## config.mk

```make
export PLATFORM = sky130hd
export DESIGN_NAME = wb_addr_decode_flat
export DESIGN_NICKNAME = d
export VERILOG_FILES = /design/src/source/wb_pkg.sv /design/src/source/wb_if.sv /design/src/source/wb_addr_decode.sv /design/src/flat_wrapper.sv
export SDC_FILE = /design/constraint.sdc
export NUM_CORES = 1
export LEC_CHECK = 0
export BUFFER_PORTS_ARGS = -buffer_cell sky130_fd_sc_hd__buf_4
export CAP_MARGIN = 20
export CORE_AREA = 2 2 82 84
export DETAILED_ROUTE_END_ITERATION = 6
export DIE_AREA = 0 0 84 86
export GPL_TIMING_DRIVEN = 0
export SKIP_LAST_GASP = 1
export SLEW_MARGIN = 20
export SYNTH_ARGS = -nofsm -noshare
export SYNTH_HDL_FRONTEND = slang
export SYNTH_SLANG_ARGS = --single-unit
```

## constraint.sdc

```tcl
create_clock -name clk_i -period 1.2 [get_ports clk_i]
set_input_delay 0.12 -clock clk_i [delete_from_list [all_inputs] [get_ports clk_i]]
set_output_delay 0.12 -clock clk_i [all_outputs]
set_load 0.005 [all_outputs]
```

## src/source/wb_pkg.sv

```systemverilog
// Bus widths, memory map and read latency constants for the memory subsystem
package wb_pkg;

  // ==============================
  // Bus widths
  // ==============================

  // Byte address width on the Wishbone side
  localparam int ADDR_W = 32;

  // Data word width
  localparam int DATA_W = 32;

  // One select bit per byte lane
  localparam int SEL_W = DATA_W / 8;

  // ==============================
  // Memory map
  // ==============================

  // RAM size in 32-bit words
  localparam int RAM_DEPTH = 1024;

  // Word address width into the block RAM
  localparam int RAM_AW = $clog2(RAM_DEPTH);

  // First byte address of the RAM window
  localparam logic [ADDR_W-1:0] RAM_BASE = 32'h0000_0000;

  // ==============================
  // Read timing
  // ==============================

  // Extra output register stages behind the array read
  localparam int RAM_LATENCY = 1;

  // Acceptance to ack for a read, array register plus output stages
  localparam int READ_ACK_DELAY = RAM_LATENCY + 1;

endpackage

```

## src/source/wb_if.sv

```systemverilog
// Wishbone B4 pipelined bus interface with master and slave modports
`timescale 1ns/1ps

interface wb_if;
  import wb_pkg::*;

  // Request side, driven by the master
  logic              cyc;
  logic              stb;
  logic              we;
  logic [ADDR_W-1:0] adr;
  logic [DATA_W-1:0] dat_w;
  logic [SEL_W-1:0]  sel;

  // Response side, driven by the slave
  logic [DATA_W-1:0] dat_r;
  logic              ack;
  logic              err;
  logic              stall;

  // Request issuer
  modport master (
    output cyc, stb, we, adr, dat_w, sel,
    input  dat_r, ack, err, stall
  );

  // Request target
  modport slave (
    input  cyc, stb, we, adr, dat_w, sel,
    output dat_r, ack, err, stall
  );

endinterface

```

## src/source/wb_addr_decode.sv

```systemverilog
// Address decoder with in-order response tracking and error responder
`timescale 1ns/1ps

module wb_addr_decode (
  input logic clk_i,
  input logic rst_ni,
  wb_if.slave  host,
  wb_if.master ram
);
  import wb_pkg::*;

  // Size of the RAM window in bytes
  localparam logic [ADDR_W-1:0] RAM_SPAN = ADDR_W'(RAM_DEPTH * SEL_W);

  // ==============================
  // Region decode
  // ==============================
  logic [ADDR_W-1:0]         rel_adr;
  logic                      in_ram;
  logic                      host_req;
  logic                      hazard_stall;
  logic                      host_acc;
  logic                      rd_acc;
  logic                      unm_acc;
  logic [READ_ACK_DELAY-1:0] rd_pipe;
  logic                      rd_busy;
  logic                      err_q;

  // Offset into the window, wraps for addresses below the base
  assign rel_adr  = host.adr - RAM_BASE;
  assign in_ram   = rel_adr < RAM_SPAN;
  assign host_req = host.cyc && host.stb;

  // ==============================
  // Ordering hazards
  // ==============================

  // Any read still waiting for its ack
  assign rd_busy = |rd_pipe;

  // Only reads may follow reads, nothing may follow an err until it is sent
  assign hazard_stall = host_req && ((rd_busy && (host.we || !in_ram)) || err_q);

  // Ordering hazards plus any backpressure from the RAM slave
  assign host.stall = hazard_stall || ram.stall;

  // Accepted requests by kind
  assign host_acc = host_req && !host.stall;
  assign rd_acc   = host_acc && in_ram && !host.we;
  assign unm_acc  = host_acc && !in_ram;

  // ==============================
  // Forward to RAM slave
  // ==============================
  assign ram.cyc   = host.cyc;
  // Strobe only for accepted RAM hits
  assign ram.stb   = host.stb && in_ram && !host.stall;
  assign ram.we    = host.we;
  assign ram.adr   = host.adr;
  assign ram.dat_w = host.dat_w;
  assign ram.sel   = host.sel;

  // Track reads in flight, one bit per cycle of latency
  always_ff @(posedge clk_i) begin
    if (!rst_ni) begin
      rd_pipe <= '0;
      err_q   <= 1'b0;
    end else begin
      rd_pipe[0] <= rd_acc;
      for (int i = 1; i < READ_ACK_DELAY; i++) begin
        rd_pipe[i] <= rd_pipe[i-1];
      end
      // Error answer goes out one cycle after the unmapped access
      err_q <= unm_acc;
    end
  end

  // ==============================
  // Response steering
  // ==============================
  assign host.dat_r = ram.dat_r;
  assign host.ack   = ram.ack;
  assign host.err   = err_q || ram.err;

  // Responses stay exclusive since hazards serialize them
  a_ack_err_excl: assert property (
    @(posedge clk_i) disable iff (!rst_ni)
    !(host.ack && host.err)
  );

  // Every err traces back to an accepted request past the last RAM word
  a_err_cause: assert property (
    @(posedge clk_i) disable iff (!rst_ni)
    host.err |-> $past(host_req && !host.stall &&
                       (((host.adr - RAM_BASE) >> 2) >= RAM_DEPTH))
  );

endmodule

```

## src/flat_wrapper.sv

```systemverilog
// flat-port wrapper written by rule: the top's interface ports become plain ports
module wb_addr_decode_flat import wb_pkg::*;
  (clk_i, rst_ni, host_cyc, host_stb, host_we, host_adr, host_dat_w, host_sel, host_dat_r, host_ack, host_err, host_stall, ram_cyc, ram_stb, ram_we, ram_adr, ram_dat_w, ram_sel, ram_dat_r, ram_ack, ram_err, ram_stall);
  wb_if host_i ();
  wb_if ram_i ();
  input logic clk_i;
  input logic rst_ni;
  input wire logic [$bits(host_i.cyc)-1:0] host_cyc;
  input wire logic [$bits(host_i.stb)-1:0] host_stb;
  input wire logic [$bits(host_i.we)-1:0] host_we;
  input wire logic [$bits(host_i.adr)-1:0] host_adr;
  input wire logic [$bits(host_i.dat_w)-1:0] host_dat_w;
  input wire logic [$bits(host_i.sel)-1:0] host_sel;
  output wire logic [$bits(host_i.dat_r)-1:0] host_dat_r;
  output wire logic [$bits(host_i.ack)-1:0] host_ack;
  output wire logic [$bits(host_i.err)-1:0] host_err;
  output wire logic [$bits(host_i.stall)-1:0] host_stall;
  output wire logic [$bits(ram_i.cyc)-1:0] ram_cyc;
  output wire logic [$bits(ram_i.stb)-1:0] ram_stb;
  output wire logic [$bits(ram_i.we)-1:0] ram_we;
  output wire logic [$bits(ram_i.adr)-1:0] ram_adr;
  output wire logic [$bits(ram_i.dat_w)-1:0] ram_dat_w;
  output wire logic [$bits(ram_i.sel)-1:0] ram_sel;
  input wire logic [$bits(ram_i.dat_r)-1:0] ram_dat_r;
  input wire logic [$bits(ram_i.ack)-1:0] ram_ack;
  input wire logic [$bits(ram_i.err)-1:0] ram_err;
  input wire logic [$bits(ram_i.stall)-1:0] ram_stall;
  assign host_i.cyc = host_cyc;
  assign host_i.stb = host_stb;
  assign host_i.we = host_we;
  assign host_i.adr = host_adr;
  assign host_i.dat_w = host_dat_w;
  assign host_i.sel = host_sel;
  assign host_dat_r = host_i.dat_r;
  assign host_ack = host_i.ack;
  assign host_err = host_i.err;
  assign host_stall = host_i.stall;
  assign ram_cyc = ram_i.cyc;
  assign ram_stb = ram_i.stb;
  assign ram_we = ram_i.we;
  assign ram_adr = ram_i.adr;
  assign ram_dat_w = ram_i.dat_w;
  assign ram_sel = ram_i.sel;
  assign ram_i.dat_r = ram_dat_r;
  assign ram_i.ack = ram_ack;
  assign ram_i.err = ram_err;
  assign ram_i.stall = ram_stall;
  wb_addr_decode u_core (.clk_i(clk_i), .rst_ni(rst_ni), .host(host_i), .ram(ram_i));
endmodule
```

==> impl_metrics.yaml, run 1 <==
outcome:
  status: "complete, but fails checks"
  violations: "setup timing"
setup_path:
  rr_endpoint: "u_core.err_q"
  worst_r2r_path_depth: 2
  crit_type: "reg2out"
  crit_path_start: "u_core.err_q"
  endpoint: "host_stall"
  startpoint_type: "flop"
  r2r_slack_ns: 0.32
  crit_fanout: 4
  cp_cell_sequence: "or3_1, o32a_1, buf_4"
  end_kind: "primary output"
  required_ns: 1.08
  arrival_ns: 1.31
  r2r-start: "u_core.rd_pipe[1]"
  crit_slowest_cell: "or3_1"
  critPathMaxStageDelay_ns: 0.34
sta:
  hold_viol: 0
  finClkSkew_ns: 0.00138
  slew_headroom: 0.804
  finalMaxSlewViolations: 0
  fmax_mhz: 698
  setup_viol: 2
  setup_ws_ns: -0.232
  period_share: 1.19
  rsz0062_at_grt: "yes"
  tns_ns: -0.399
  max_slew.worst_pin.slew_ns: 0.294
  holdWs_ns: 0.128
  min_period_ns: 1.43
power_and_ir_drop:
  powerDensity_nw_per_um2: 489
  p_leak_nw: 1.23
  ir_drop_mv: 0.388
detailed_routing:
  via_count: 1174
  drt_iter0_drc: 5
  post_drt_wl_per_cell_um: 10.1
  dr.pass1.iters: 4
  drt_wl_total_mm: 3.45
  drc: 0
  antenna_left: 0
  vias_per_cell: 3.45
yosys:
  synth.area.top_cells: "buf_4 (79%), dfxtp_1 (6.1%), nor4_2 (3.8%), nor4_1 (1.3%), and4b_1 (1.0%)"
  yosysMostFrequentCell: "buf_4"
  syn-cell-area_sq_um: 982
  synth_nets: 235
  yosysUniqueCellTypes: 18
  synth_top_area_cell: "buf_4"
  synth_top_area_share: 0.787
  netlist_instances: 127
  synth-edff-count: 0
  synth-seq-area-share: 0.0611
  ys.flop_type: "dfxtp_1"
  synth_common_cells: "buf_4 (103), dfxtp_1 (3), nor4_2 (3)"
  ys_seq_elements: 3
  ys_warn_count: 0
  async_flop_share: 0
  synth_area_per_cell_sq_um: 7.73
grt:
  grt_overflow: 0
  gr-usage-all-layers: 0.0813
  grt_pass1_vias: 1120
  antenna_found_initial: 0
  grt_pass1_wl_mm: 4.87
  grt_max_degree: 5
floorplan:
  core_area_sq_um: 6280
  rows: 29
  start_util: 0.156
  io-pin-count: 214
  die_w_um: 84
  die_area_sq_um: 7220
  die_y_um: 86
place:
  place_congestion: 0.696
  io_buffers: 132
  dpl_cell_area_sq_um: 2070
finish:
  n_antenna_cell: 0
  area_growth_pct: 118
  final_nets: 372
  design_area_sq_um: 2150
  drive_gt1_frac: 0.932
clocking:
  clkSinkCount: 3
  root_buffer: "clkbuf_8"
  clkTransAtPathRegs_ns: 0.03
  postCtsHoldBufs: 0
  post_cts_buffers: 0
  cts_buffers: 3
  worstSkewPairLatency_ns: 0.21
  cts_tree: "built"
  clockBufferDepth: 2
  h-tree-depth: 1
worst_hold_path:
  worstHoldPathType: "in2reg"
job:
  max-cap-violations: 0
## registers in the layout, indices dropped and copies added (netlist names)
signal	cells
u_core.rd_pipe	2
u_core.err_q	1
## how the worst min path moves through the flow
stage                start           endpoint  slack, ns  cells after the start
finish              rst_ni  u_core.rd_pipe[1]       0.13                      2
global route        rst_ni  u_core.rd_pipe[1]       0.13                      2
detailed placement  rst_ni  u_core.rd_pipe[1]       0.35                      2
global placement    rst_ni  u_core.rd_pipe[1]       0.34                      2
CTS                 rst_ni  u_core.rd_pipe[1]       0.13                      2
floorplan           rst_ni  u_core.rd_pipe[1]       0.25                      1
## worst max-delay path: cells and delay by family (launching register included)
family	cells	cell delay (ns)
compound gates	1	0.29
buf+inv	1	0.14
flops	1	0.33
simple gates	1	0.34
## layout by cell type, fill, tap and decap left out
master / synthesis / routed
o211a_1: 1 / 1
and2_1: 1 / 1
or3_1: 1 / 1
buf_4: 103 / 235
clkbuf_1: 0 / 1
nor2_1: 1 / 1
nor3_1: 2 / 2
dfxtp_1: 3 / 2
or2_2: 1 / 1
o21ai_0: 1 / 1
inv_1: 1 / 1
o32a_1: 1 / 1
nor4_2: 3 / 1
nor4_4: 0 / 2
nor4_1: 2 / 2
nor2b_1: 1 / 1
o311ai_2: 0 / 1
nand2_1: 2 / 2
dfxtp_2: 0 / 1
clkbuf_8: 0 / 3
and4b_1: 1 / 1
nand3_2: 0 / 1
## what timing repair did
item                                    CTS  global route
endpoints found under the setup margin    2             2
gates cloned                              0             0
pin swaps                                 0             0
gates resized for setup                   4             1
## area by class of cell
| cell class | instances | area (sq um) |
|---|---|---|
| fill | 675 | 4130 |
| buffer | 103 | 773 |
| inverter | 1 | 3.75 |
| clock buffer | 4 | 45.0 |
| sequential | 3 | 61.3 |
| timing repair buffer | 132 | 991 |
| tap | 77 | 96.3 |
| multi-input combinational | 20 | 175 |
## power breakdown
part	internal, mW	total, mW	leakage [nW]	switching [mW]
Clock	0.226	0.289	0.0228	0.0626
Combinational	0.485	0.658	1.18	0.173
Sequential	0.102	0.103	0.0247	0.00127
Total	0.812	1.05	1.23	0.237
## layer usage
layer / global-route usage / part of all wire / vias to the layer above
li1: - / - / 574
met1: 0.0711 / 0.26 / 486
met2: 0.175 / 0.58 / 114
met5: 0 / 0 / -
met4: 0.0132 / 0 / 0
met3: 0.0308 / 0.15 / 0
## kinds of logic (layout without fill, tap and decap cells)
| logic type | count (synthesis) | after routing | share of synthesized area |
|---|---|---|---|
| and+or+nand+nor | 16 | 16 | 0.113 |
| AOI/OAI and AO/OA | 4 | 4 | 0.0344 |
| buffers and inverters | 104 | 240 | 0.791 |
| DFF | 3 | 3 | 0.0611 |
## metrics by stage
| stage | utilization | std cells | setup slack (ns) | power (mW) |
|---|---|---|---|---|
| final | 0.342 | 340 | -0.232 | 1.05 |
| after global routing | 0.342 | 340 | -0.279 | 1.12 |
| after CTS | 0.340 | 340 | -0.234 | 1.07 |
| after detailed placement | 0.330 | 336 | -0.321 | 0.765 |
| after global placement | 0.330 | 336 | -0.295 | 0.758 |
| after floorplan | - | 127 | 0.147 | 0.397 |
(Power assumes the default switching activity.)
==> run 2: changes to the inputs <==
ABC_AREA = 0   (was not set)
GPL_TIMING_DRIVEN = not set   (was 0)
==> run 2 against run 1 <==
  * The flow still finishes with violations (setup timing)
  * Sequential share of layout area up 4.4 points
  * Sequential power about the same
  * Clock skew down 0.00081 ns
  * Wire length down 39%
  * Critical endpoint unchanged
==> impl_metrics.yaml, run 2 (synthesis gave the netlist of run 1 again) <==
outcome:
  status: "complete, but fails checks"
  violations: "setup timing"
detailed_routing:
  dr.pass1.iters: 3
  drc: 0
  m1WireLength_um: 443
  post_drt_wl_per_cell_um: 12.7
  via_count: 578
  drt_wl_total_mm: 2.12
  vias_per_cell: 3.46
  drt_iter0_drc: 3
  wl_met3_um: 452
  wl_met2_um: 959
  routed.top_layer: "met4"
  antenna_left: 0
setup_path:
  r2r_slack_ns: 0.34
  crit_fanout: 4
  crit_slowest_cell: "or3_1"
  cp_cell_sequence: "or3_1, o32a_1, buf_4"
  arrival_ns: 1.31
  worst_r2r_path_depth: 2
  endpoint: "host_stall"
  r2r-start: "u_core.rd_pipe[1]"
  rr_endpoint: "u_core.err_q"
  crit_path_start: "u_core.err_q"
  end_kind: "primary output"
  crit_type: "reg2out"
  path_buf_inv: 1
  path_depth: 3
  cp_top_family: "simple AND/OR/NAND/NOR gates"
  critPathMaxStageDelay_ns: 0.34
  required_ns: 1.08
  startpoint_type: "flop"
floorplan:
  io-pin-count: 214
  start_util: 0.156
  rows: 29
  core_area_sq_um: 6280
  die_w_um: 84
  die_y_um: 86
  die_area_sq_um: 7220
finish:
  drive_gt1_frac: 0.800
  n_antenna_cell: 0
  layout_commonest_cell: "buf_4"
  layout_common_cells: "buf_4 (62), clkbuf_8 (3)"
  final_nets: 199
  reg_top3: "u_core.rd_pipe: 2 flops, u_core.err_q: 1 flops"
  area_growth_pct: -13.6
  fillers: 727
  largest_reg_flops: 2
  finalNonFillerCells: 167
  regMostFlops: "u_core.rd_pipe"
clocking:
  cts_buffers: 3
  clkSinkCount: 3
  h-tree-depth: 1
  worstSkewPairLatency_ns: 0.21
  root_buffer: "clkbuf_8"
  clockBufferDepth: 2
  clkTransAtPathRegs_ns: 0.03
  post_cts_buffers: 0
  postCtsHoldBufs: 0
  cts_resized: 4
  cts_tree: "built"
sta:
  max_slew.worst_pin.slew_ns: 0.257
  setup_ws_ns: -0.226
  tns_ns: -0.415
  finalMaxSlewViolations: 0
  fmax_mhz: 701
  slew_headroom: 0.827
  finClkSkew_ns: 0.000571
  hold_viol: 0
  period_share: 1.19
  setup_viol: 2
  min_period_ns: 1.43
  rsz0062_at_grt: "yes"
grt:
  grt_pass1_wl_mm: 2.99
  grt_max_degree: 5
  grt_pass1_vias: 604
  gr-usage-all-layers: 0.0534
  grt_overflow: 0
  antenna_found_initial: 0
job:
  max-cap-violations: 0
power_and_ir_drop:
  swShare: 0.215
  pwr-share-comb: 0.334
  clkPwrFrac: 0.491
  power_switching_uw: 126
  powerDensity_nw_per_um2: 691
  p_leak_nw: 0.394
  ir_drop_mv: 0.302
  total_power_uw: 586
  internal_power_uw: 460
  p_seq_frac: 0.176
place:
  io_buffers: 51
  place_congestion: 0.581
  dpl.cell_count: 163
worst_hold_path:
  worstHoldPathType: "in2reg"
==> run 2: cell types whose count changed in the layout (fill, tap and decap cells not counted) <==
cell | previous run | this run
o311ai_2 | 1 | 0
o311ai_4 | 0 | 1
nor4_4 | 2 | 1
nor4_2 | 1 | 2
buf_4 | 235 | 62
==> run 2: how the worst min path moves through the flow <==
stage                        from  slack, ns  cells past startpoint                end
finish                     rst_ni       0.13                      2  u_core.rd_pipe[1]
global route               rst_ni       0.14                      2  u_core.rd_pipe[1]
CTS                        rst_ni       0.13                      2  u_core.rd_pipe[1]
detailed placement  ram_dat_r[28]       0.24                      0     host_dat_r[28]
global placement    ram_dat_r[28]       0.24                      0     host_dat_r[28]
floorplan                  rst_ni       0.25                      1  u_core.rd_pipe[1]
==> run 2: area by class of cell <==
cell class | count | area (sq um) | area share
Tap cell | 77 | 96.3 | 0.114
Timing Repair Buffer | 62 | 465 | 0.549
Sequential cell | 3 | 61.3 | 0.0723
Inverter | 1 | 3.75 | 0.00442
Clock buffer | 4 | 45.0 | 0.0531
Multi-Input combinational cell | 20 | 176 | 0.208
==> run 2: power by group through the flow <==
stage                     Combinational (mW)  Clock (mW)  Sequential [mW]
after floorplan                        0.294           0            0.103
after global placement                 0.193           0            0.104
after detailed placement               0.194           0            0.104
after CTS                              0.199       0.299            0.103
after global routing                   0.212       0.306            0.103
final                                  0.196       0.288            0.103
==> run 2: layer usage <==
| metal | vias to the layer above | track usage |
|---|---|---|
| li1 | 231 | - |
| met1 | 235 | 0.0315 |
| met2 | 68 | 0.0815 |
| met3 | 44 | 0.0433 |
| met4 | 0 | 0.0792 |
| met5 | - | 0 |
==> run 2: stage by stage <==
stage | util | setup slack, ns | hold slack (ns) | area (sq um)
6_report | 0.135 | -0.226 | 0.129 | 848
5_1_grt | 0.135 | -0.256 | 0.144 | 848
4_1_cts | 0.134 | -0.227 | 0.128 | 838
3_5_place_dp | 0.123 | -0.328 | 0.240 | 771
3_3_place_gp | 0.123 | -0.336 | 0.240 | 771
2_1_floorplan | - | 0.147 | 0.247 | 982
