==> config.mk <==
export PLATFORM = sky130hd
export DESIGN_NAME = wb_ram_slave_flat
export DESIGN_NICKNAME = d
export VERILOG_FILES = /design/src/source/wb_pkg.sv /design/src/source/ram_if.sv /design/src/source/wb_if.sv /design/src/source/wb_ram_slave.sv /design/src/flat_wrapper.sv
export SDC_FILE = /design/constraint.sdc
export NUM_CORES = 1
export LEC_CHECK = 0
export BUFFER_PORTS_ARGS = -buffer_cell sky130_fd_sc_hd__buf_2
export CAP_MARGIN = 0
export CORE_AREA = 4 4 69 71
export CTS_CLUSTER_DIAMETER = 120
export DETAILED_ROUTE_END_ITERATION = 8
export DIE_AREA = 0 0 73 75
export PLACE_DENSITY = 0.69
export SETUP_SLACK_MARGIN = 0.3
export SYNTH_ARGS = -nofsm -noshare
export SYNTH_HDL_FRONTEND = slang
export SYNTH_SLANG_ARGS = --single-unit
==> constraint.sdc <==
create_clock -name clk_i -period 0.8 [get_ports clk_i]
set_input_delay 0.16 -clock clk_i [delete_from_list [all_inputs] [get_ports clk_i]]
set_output_delay 0.16 -clock clk_i [all_outputs]
set_load 0.05 [all_outputs]
==> src/source/wb_pkg.sv <==
// Bus widths, memory map and read latency constants for the memory subsystem
package wb_pkg;

  // ==============================
  // Bus widths
  // ==============================

  // Byte address width on the Wishbone side
  localparam int ADDR_W = 32;

  // Data word width
  localparam int DATA_W = 32;

  // One select bit per byte lane
  localparam int SEL_W = DATA_W / 8;

  // ==============================
  // Memory map
  // ==============================

  // RAM size in 32-bit words
  localparam int RAM_DEPTH = 1024;

  // Word address width into the block RAM
  localparam int RAM_AW = $clog2(RAM_DEPTH);

  // First byte address of the RAM window
  localparam logic [ADDR_W-1:0] RAM_BASE = 32'h0000_0000;

  // ==============================
  // Read timing
  // ==============================

  // Extra output register stages behind the array read
  localparam int RAM_LATENCY = 1;

  // Acceptance to ack for a read, array register plus output stages
  localparam int READ_ACK_DELAY = RAM_LATENCY + 1;

endpackage

==> src/source/ram_if.sv <==
// Block RAM port interface with controller and memory modports
`timescale 1ns/1ps

interface ram_if;
  import wb_pkg::*;

  // Word address, shared by reads and writes
  logic [RAM_AW-1:0] addr;
  logic [DATA_W-1:0] wdata;
  // Per-lane write enables, all zero on reads
  logic [SEL_W-1:0]  wstrb;
  logic              rd_en;
  // Returned after the full read latency
  logic [DATA_W-1:0] rdata;

  modport controller (
    output addr, wdata, wstrb, rd_en,
    input  rdata
  );

  modport memory (
    input  addr, wdata, wstrb, rd_en,
    output rdata
  );

endinterface

==> src/source/wb_if.sv <==
// Wishbone B4 pipelined bus interface with master and slave modports
`timescale 1ns/1ps

interface wb_if;
  import wb_pkg::*;

  // Request side, driven by the master
  logic              cyc;
  logic              stb;
  logic              we;
  logic [ADDR_W-1:0] adr;
  logic [DATA_W-1:0] dat_w;
  logic [SEL_W-1:0]  sel;

  // Response side, driven by the slave
  logic [DATA_W-1:0] dat_r;
  logic              ack;
  logic              err;
  logic              stall;

  // Request issuer
  modport master (
    output cyc, stb, we, adr, dat_w, sel,
    input  dat_r, ack, err, stall
  );

  // Request target
  modport slave (
    input  cyc, stb, we, adr, dat_w, sel,
    output dat_r, ack, err, stall
  );

endinterface

==> src/source/wb_ram_slave.sv <==
// Wishbone RAM slave driving block RAM strobes with a read ack pipeline
`timescale 1ns/1ps

module wb_ram_slave #(
  parameter int RAM_DEPTH   = wb_pkg::RAM_DEPTH,
  parameter int RAM_LATENCY = wb_pkg::RAM_LATENCY
) (
  input logic clk_i,
  input logic rst_ni,
  wb_if.slave       bus,
  ram_if.controller mem
);
  import wb_pkg::*;

  // Word address bits actually used by this RAM
  localparam int AW = $clog2(RAM_DEPTH);
  // Array register plus the output stages
  localparam int ACK_DELAY = RAM_LATENCY + 1;

  // ==============================
  // Request decode
  // ==============================
  logic                 req;
  logic                 wr_req;
  logic                 rd_req;
  logic [AW-1:0]        word_adr;
  logic [ACK_DELAY-1:0] ack_pipe;
  logic                 rd_ack;

  assign req    = bus.cyc && bus.stb;
  assign wr_req = req && bus.we;
  assign rd_req = req && !bus.we;

  // Drop the byte offset
  assign word_adr = bus.adr[AW+1:2];

  // ==============================
  // RAM strobes
  // ==============================
  assign mem.addr  = RAM_AW'(word_adr);
  assign mem.wdata = bus.dat_w;
  // Lanes written only on a real write
  assign mem.wstrb = wr_req ? bus.sel : '0;
  assign mem.rd_en = rd_req;

  // Read valid walks alongside the RAM data
  always_ff @(posedge clk_i) begin
    if (!rst_ni) begin
      ack_pipe <= '0;
    end else begin
      ack_pipe[0] <= rd_req;
      for (int i = 1; i < ACK_DELAY; i++) begin
        ack_pipe[i] <= ack_pipe[i-1];
      end
    end
  end

  assign rd_ack = ack_pipe[ACK_DELAY-1];

  // ==============================
  // Wishbone response
  // ==============================

  // Writes ack at once, reads when the data lands
  assign bus.ack   = wr_req || rd_ack;
  assign bus.dat_r = mem.rdata;
  // Ordering and decode errors are handled upstream
  assign bus.stall = 1'b0;
  assign bus.err   = 1'b0;

  // A write ack on top of a read ack would be lost
  a_no_ack_clash: assert property (
    @(posedge clk_i) disable iff (!rst_ni)
    !(wr_req && rd_ack)
  );

endmodule

==> src/flat_wrapper.sv <==
// flat-port wrapper written by rule: the top's interface ports become plain ports
module wb_ram_slave_flat import wb_pkg::*;
#(
  parameter int RAM_DEPTH   = wb_pkg::RAM_DEPTH,
  parameter int RAM_LATENCY = wb_pkg::RAM_LATENCY
)
  (clk_i, rst_ni, bus_cyc, bus_stb, bus_we, bus_adr, bus_dat_w, bus_sel, bus_dat_r, bus_ack, bus_err, bus_stall, mem_addr, mem_wdata, mem_wstrb, mem_rd_en, mem_rdata);
  wb_if bus_i ();
  ram_if mem_i ();
  input logic clk_i;
  input logic rst_ni;
  input wire logic [$bits(bus_i.cyc)-1:0] bus_cyc;
  input wire logic [$bits(bus_i.stb)-1:0] bus_stb;
  input wire logic [$bits(bus_i.we)-1:0] bus_we;
  input wire logic [$bits(bus_i.adr)-1:0] bus_adr;
  input wire logic [$bits(bus_i.dat_w)-1:0] bus_dat_w;
  input wire logic [$bits(bus_i.sel)-1:0] bus_sel;
  output wire logic [$bits(bus_i.dat_r)-1:0] bus_dat_r;
  output wire logic [$bits(bus_i.ack)-1:0] bus_ack;
  output wire logic [$bits(bus_i.err)-1:0] bus_err;
  output wire logic [$bits(bus_i.stall)-1:0] bus_stall;
  output wire logic [$bits(mem_i.addr)-1:0] mem_addr;
  output wire logic [$bits(mem_i.wdata)-1:0] mem_wdata;
  output wire logic [$bits(mem_i.wstrb)-1:0] mem_wstrb;
  output wire logic [$bits(mem_i.rd_en)-1:0] mem_rd_en;
  input wire logic [$bits(mem_i.rdata)-1:0] mem_rdata;
  assign bus_i.cyc = bus_cyc;
  assign bus_i.stb = bus_stb;
  assign bus_i.we = bus_we;
  assign bus_i.adr = bus_adr;
  assign bus_i.dat_w = bus_dat_w;
  assign bus_i.sel = bus_sel;
  assign bus_dat_r = bus_i.dat_r;
  assign bus_ack = bus_i.ack;
  assign bus_err = bus_i.err;
  assign bus_stall = bus_i.stall;
  assign mem_addr = mem_i.addr;
  assign mem_wdata = mem_i.wdata;
  assign mem_wstrb = mem_i.wstrb;
  assign mem_rd_en = mem_i.rd_en;
  assign mem_i.rdata = mem_rdata;
  wb_ram_slave #(.RAM_DEPTH(RAM_DEPTH), .RAM_LATENCY(RAM_LATENCY)) u_core (.clk_i(clk_i), .rst_ni(rst_ni), .bus(bus_i), .mem(mem_i));
endmodule
==> results of run 1 <==
==> power breakdown <==
group	leakage (nW)	total [mW]	internal [mW]	switching, mW
combinational	0.134	0.160	0.0743	0.0855
sequential	0.0162	0.103	0.103	0.000703
clock	0.0216	0.421	0.320	0.101
total	0.172	0.684	0.497	0.187
==> cells in the final DEF (no fill, tap or decap) <==
master and n:
sky130_fd_sc_hd__a31o_4 1, sky130_fd_sc_hd__and2_1 1, sky130_fd_sc_hd__and3b_2 1, sky130_fd_sc_hd__and4_4 4, sky130_fd_sc_hd__and4b_1 1, sky130_fd_sc_hd__buf_12 1
sky130_fd_sc_hd__buf_2 4, sky130_fd_sc_hd__buf_6 2, sky130_fd_sc_hd__buf_8 7, sky130_fd_sc_hd__clkbuf_8 3, sky130_fd_sc_hd__conb_1 2, sky130_fd_sc_hd__dfxtp_1 2
==> stage by stage <==
stage	setup TNS [ns]	hold slack [ns]
global route	-0.262	0.172
finish	-0.235	0.170
detailed placement	-0.893	0.320
global placement	-0.825	0.320
floorplan	0	0.287
CTS	-0.248	0.156
==> what timing repair did <==
item	4_1_cts	5_1_grt
endpoints found under the setup margin	7	7
pin swaps	4	4
gates resized for setup	26	2
hold buffers	0	0
==> kinds of logic after synthesis <==
kind of cell | share of synthesized area (%)
compound gates | 1.28
buf+inv | 83.5
flops | 5.86
simple gates | 8.79
other cells | 0.549
==> final cells by class <==
type	count	area share, %
tap	52	15.9
sequential	2	9.76
timing repair buffer	14	40.9
clock buffer	3	10.1
multi-input combinational	10	23.5
==> critical path: stages (launching register included) <==
cell	delay [ns]
sky130_fd_sc_hd__dfxtp_1	0.30
sky130_fd_sc_hd__a31o_4	0.20
sky130_fd_sc_hd__buf_6	0.15
==> routing by layer <==
metal	global-route usage (%)	share of wire, %	vias to the layer above
li1	-	-	79
met3	4.67	27	40
met5	0	0	-
met4	13.3	24	0
met2	5.76	40	65
met1	1.03	8.9	94
==> cell usage after synthesis (all sizes together) <==
cell / instances
and3b: 1
conb: 1
buf: 76
and4b: 1
and2: 1
dfxtp: 2
a31o: 1
and4: 4
==> final timing paths <==
check	start	end	slack (ns)
max	u_core.ack_pipe[1]	bus_ack	-0.23
min	rst_ni	u_core.ack_pipe[1]	0.17
max reg2reg	u_core.ack_pipe[0]	u_core.ack_pipe[1]	0.28
min reg2reg	u_core.ack_pipe[0]	u_core.ack_pipe[1]	0.44
==> results by group, run 1 <==
Outcome
  – Run status: complete, but fails checks
  – Violated checks: negative setup slack

Place
  – Dpl cell area: 272 sq um
  – Global placement routability congestion: 0.511
  – Post-Place Worst Slack: -0.165 ns
  – IO Port Bufs: 14
  – Placed Cells: 78

Detailed routing
  – Via density per instance: 3.43
  – Detailed router's first-iteration violation count: 1
  – Number of antenna-violating nets in the routed design: 0
  – Wire length per cell: 16.5 um
  – Total Wirelength: 1.33 mm
  – Overall via count from detail_route: 278
  – Total DRC errors in the routed layout: 0
  – First-pass iteration count of the detailed router: 2

Die
  – Die Area: 5480 sq um
  – Number of primary I/O pins: 187
  – Placeable Area: 4230 sq um
  – Die extent in y: 75 um
  – Die extent in x: 73 um
  – Effective utilization at floorplan: 16.1%
  – Rows: 24

CTS
  – Root buf cell: sky130_fd_sc_hd__clkbuf_8
  – Clk_lat worst skew: 0.22 ns
  – # H-tree levels: 1
  – Clock slew at the register clock pins of the worst setup and hold paths: 0.03 ns
  – Sink count of the clock tree: 2
  – TritonCTS clock tree: built
  – Max Root-Sink Buffers: 2
  – Total clock buffers created by CTS: 3
  – Post-CTS setup buffer count: 0

Finish
  – Area added between synthesis and finish: -39.9%
  – Largest registers: u_core.ack_pipe: 2 flops
  – Final core utilization: 9.69%
  – Top reg by flops: u_core.ack_pipe
  – Final standard cell count with taps included and fillers excluded: 81
  – Total of fill cells in the finished design: 480
  – Final design instance area without fill: 410 sq um
  – Max reg flops: 2
  – ANT cells: 0
  – Storage cell area: 40.0 sq um
  – Multi-input gate area in the final layout: 96.3 sq um
  – Final Net Count: 136
  – Layout cell share with drive strength beyond 1: 79.3%

Worst setup path
  – Kind of critical path: flop to primary output
  – Type of destination of the critical path: primary output
  – Critical Path Source Type: flop
  – Maximum fanout along the worst path: 1
  – Data required time of the critical path: 0.64 ns
  – Count of cells along the worst register-to-register path: 1
  – Arrival @ worst endpoint: 0.87 ns

Timing
  – Fraction of the cycle the final worst path needs: 128%
  – Setup repair after global routing missed its margin: true
  – Max-slew violation count: 0
  – Number of hold violations in the final report: 0
  – Fmax achieved: 974 MHz
  – Fin crit period: 1.03 ns
  – Post-Route Skew: 0.00527 ns
  – Total setup violations reported at the end of the flow: 2
  – Setup slack after layout: -0.227 ns

Yosys
  – Number of register bits inferred by synthesis: 2
  – Yosys cell types: 8
  – Number of cells produced by synthesis: 87
  – Cell taking the most area after synthesis: sky130_fd_sc_hd__buf_4
  – Netlist area before placement: 683 sq um
  – Average size of a mapped cell: 7.85 sq um
  – Synth top area cells: sky130_fd_sc_hd__buf_4 84%, sky130_fd_sc_hd__dfxtp_1 5.9%, sky130_fd_sc_hd__and4_1 5.1%, sky130_fd_sc_hd__and4b_1 1.5%, sky130_fd_sc_hd__a31o_2 1.3%
  – Synth Warn #: 0
  – Proportion of synthesized chip area in sequential cells: 5.86%
  – Share of the synthesized area in the top cell type: 83.5%

Worst hold path
  – Classification of the worst-slack hold path: input pin to flop
  – Depth of the worst hold-timing path: 2

GRT
  – Wire length of the first global-routing pass: 1.72 mm
  – Pin count of the biggest net entering global routing: 8
  – Global routing usage summed across all routing layers: 4.73%
  – Number of global-route vias before repair: 322
  – Antenna violations before repair: 0
  – GRT Residual Overflow: 0

Power
  – Largest vdd supply drop: 0.556 mV
  – Static leakage: 0.172 nW
  – Tot Pwr: 0.684 mW
  – Total power per unit cell area: 1670 nW/um^2

Job
  – Maxcap violations: 0
Note: power is estimated with default switching activity, not from simulation.
==> run 2: changes to the inputs <==
--- a/config.mk
+++ b/config.mk
@@ -5,13 +5,15 @@
 export SDC_FILE = /design/constraint.sdc
 export NUM_CORES = 1
 export LEC_CHECK = 0
-export BUFFER_PORTS_ARGS = -buffer_cell sky130_fd_sc_hd__buf_2
 export CAP_MARGIN = 0
+export CELL_PAD_IN_SITES_DETAIL_PLACEMENT = 0
+export CELL_PAD_IN_SITES_GLOBAL_PLACEMENT = 2
 export CORE_AREA = 4 4 69 71
 export CTS_CLUSTER_DIAMETER = 120
 export DETAILED_ROUTE_END_ITERATION = 8
 export DIE_AREA = 0 0 73 75
-export PLACE_DENSITY = 0.69
+export DONT_BUFFER_PORTS = 1
+export PLACE_DENSITY = 0.65
 export SETUP_SLACK_MARGIN = 0.3
 export SYNTH_ARGS = -nofsm -noshare
 export SYNTH_HDL_FRONTEND = slang
==> results by group, run 2 (synthesis results as in run 1) <==
Power
  – Switching power of the nets: 0.136 mW (-27%)
  – Static leakage: 0.0839 nW (-51%)
  – Tot Pwr: 0.574 mW (-16%)
  – Fraction of power spent switching nets: 23.8% (-3.5 points)
  – Power Internal: 0.437 mW (-12%)
  – Proportion of power drawn by flip-flops and latches: 18.0% (+2.9 points)
  – Combinational group share of total power: 13.4% (-10 points)
  – Proportion of power drawn by the clock network: 68.6% (+7.1 points)
  – Largest vdd supply drop: 0.313 mV (-44%)
  – Total power per unit cell area: 2360 nW/um^2 (+42%)

Die
  – Rows: 24 (unchanged)
  – Die Area: 5480 sq um (unchanged)
  – Effective utilization at floorplan: 16.1% (unchanged)
  – Number of primary I/O pins: 187 (unchanged)
  – Die extent in y: 75 um (unchanged)
  – Die extent in x: 73 um (unchanged)
  – Placeable Area: 4230 sq um (unchanged)

GRT
  – GRT Residual Overflow: 0 (unchanged)
  – Antenna violations before repair: 0 (unchanged)
  – Global routing usage summed across all routing layers: 3.77% (-0.97 points)
  – Wire length of the first global-routing pass: 1.40 mm (-19%)
  – Number of global-route vias before repair: 270 (-16%)
  – Pin count of the biggest net entering global routing: 8 (unchanged)

Detailed routing
  – Detailed router's first-iteration violation count: 2 (+1)
  – Overall via count from detail_route: 230 (-17%)
  – Wire length per cell: 17.3 um (+4.8%)
  – Total DRC errors in the routed layout: 0 (unchanged)
  – First-pass iteration count of the detailed router: 2 (unchanged)
  – Via density per instance: 3.43 (about the same)
  – Number of antenna-violating nets in the routed design: 0 (unchanged)
  – Total Wirelength: 1.16 mm (-13%)

Worst hold path
  – Source of the worst hold timing path: rst_ni
  – Classification of the worst-slack hold path: input pin to flop
  – Depth of the worst hold-timing path: 1 (-1)

Finish
  – ANT cells: 0 (unchanged)
  – Largest registers: u_core.ack_pipe: 2 flops
  – Max reg flops: 2 (unchanged)
  – Final design instance area without fill: 243 sq um (-41%)
  – Commonest non-fill, non-tap cell in the layout: sky130_fd_sc_hd__and4_4
  – Layout cell share with drive strength beyond 1: 60.0% (-19 points)
  – Top reg by flops: u_core.ack_pipe
  – Final Net Count: 122 (-10%)
  – Area added between synthesis and finish: -64.5%
  – Final core utilization: 5.73% (-4.0 points)
  – Top library cells by usage in the layout, fill and taps aside: 4 x sky130_fd_sc_hd__and4_4, 3 x sky130_fd_sc_hd__clkbuf_8, 2 x sky130_fd_sc_hd__conb_1, 2 x sky130_fd_sc_hd__dfxtp_1

Timing
  – Fin crit period: 0.933 ns (-0.0931 ns)
  – Setup repair after global routing missed its margin: true
  – Post-Route Skew: 0.00114 ns (-0.00413 ns)
  – Total setup violations reported at the end of the flow: 1 (-1)
  – Fmax achieved: 1070 MHz (+10%)
  – Summed negative setup slack over all endpoints: -0.133 ns (+0.101 ns)
  – Fraction of the cycle the final worst path needs: 117% (-12 points)
  – Max-slew violation count: 0 (unchanged)
  – Setup slack after layout: -0.133 ns (+0.0931 ns)
  – Number of hold violations in the final report: 0 (unchanged)

Worst setup path
  – Total stage count of the critical path: 1 (-1)
  – Launching element of the worst setup path: u_core.ack_pipe[1]
  – Kind of critical path: flop to primary output
  – Slowest cell on the critical path: sky130_fd_sc_hd__dfxtp_1
  – Buffers plus inverters on the worst setup path: 0 (-1)
  – Cell chain of the critical path: a31o_4
  – Reg-to-reg startpoint: u_core.ack_pipe[0]
  – Data required time of the critical path: 0.64 ns (about the same)
  – R2R Setup Slk: 0.28 ns (about the same)
  – Type of destination of the critical path: primary output
  – Crit path largest cell delay: 0.30 ns (about the same)
  – Endpoint of the most critical register-to-register path: u_core.ack_pipe[1]
  – Maximum fanout along the worst path: 1 (unchanged)
  – Family with the most delay on the worst path: flip-flops
  – Critical Path Source Type: flop
  – Endpoint of the worst setup timing path: bus_ack
  – Count of cells along the worst register-to-register path: 1 (unchanged)
  – Arrival @ worst endpoint: 0.77 ns (-0.10 ns)

CTS
  – Clk_lat worst skew: 0.21 ns (about the same)
  – TritonCTS clock tree: built
  – Sink count of the clock tree: 2 (unchanged)
  – Number of buffers inserted by hold repair at cts: 0 (unchanged)
  – Clock slew at the register clock pins of the worst setup and hold paths: 0.03 ns (about the same)
  – Root buf cell: sky130_fd_sc_hd__clkbuf_8
  – Max Root-Sink Buffers: 2 (unchanged)
  – # H-tree levels: 1 (unchanged)
  – Total clock buffers created by CTS: 3 (unchanged)
  – # resized after CTS: 0 (-100%)

Outcome
  – Run status: complete, but fails checks
  – Violated checks: negative setup slack

Job
  – Maxcap violations: 0 (unchanged)

Place
  – Dpl cell area: 201 sq um (-26%)
  – Global placement routability congestion: 0.578 (+13%)
  – IO Port Bufs: 0 (-14)
[run 2: cell count changes in the layout (fill, tap and decap cells not counted), sizes merged]
cell | previous run | this run
buf | 14 | 0
[run 2: what timing repair did]
item,CTS,global route
buffers inserted,0,0
endpoints found under the setup margin,7,7
endpoints found under the hold margin,0,0
gates cloned,0,0
pin swaps,4,0
[run 2: how the worst min path moves through the flow]
stage | endpoint | slack, ns
global route | u_core.ack_pipe[1] | 0.1
global placement | u_core.ack_pipe[1] | 0.30
CTS | u_core.ack_pipe[1] | 0.09
floorplan | u_core.ack_pipe[1] | 0.29
finish | u_core.ack_pipe[1] | 0.09
detailed placement | u_core.ack_pipe[1] | 0.31
[run 2: layout make-up]
type / instances / area [sq um]
clock buffer: 3 / 41.3
fill: 489 / 3990
multi-input combinational: 10 / 96.3
sequential: 2 / 40.0
tap: 52 / 65.1
[run 2: power by group through the flow]
stage	Sequential, mW	Combinational [mW]	Clock, mW
after floorplan	0.104	1.08	0
after global placement	0.105	0.0772	0
after detailed placement	0.105	0.0771	0
after CTS	0.103	0.0770	0.406
after global routing	0.104	0.0786	0.413
final	0.103	0.0768	0.394
[run 2: layer usage]
metal | global-route usage, % | share of wire, % | wire length [um] | vias to the layer above
li1 | - | - | - | 51
met1 | 0.318 | 9.2 | 106 | 76
met2 | 3.67 | 31 | 360 | 65
met3 | 5.47 | 37 | 431 | 38
met4 | 11.1 | 22 | 258 | 0
met5 | 0 | 0 | 0 | -
[run 2: stage by stage]
step	hold slack [ns]	setup slack, ns	instances
after global routing	0.0998	-0.145	67
after global placement	0.296	0.0872	64
after floorplan	0.287	0.0932	88
after detailed placement	0.306	0.0819	64
after CTS	0.0928	-0.140	67
final	0.0946	-0.133	67
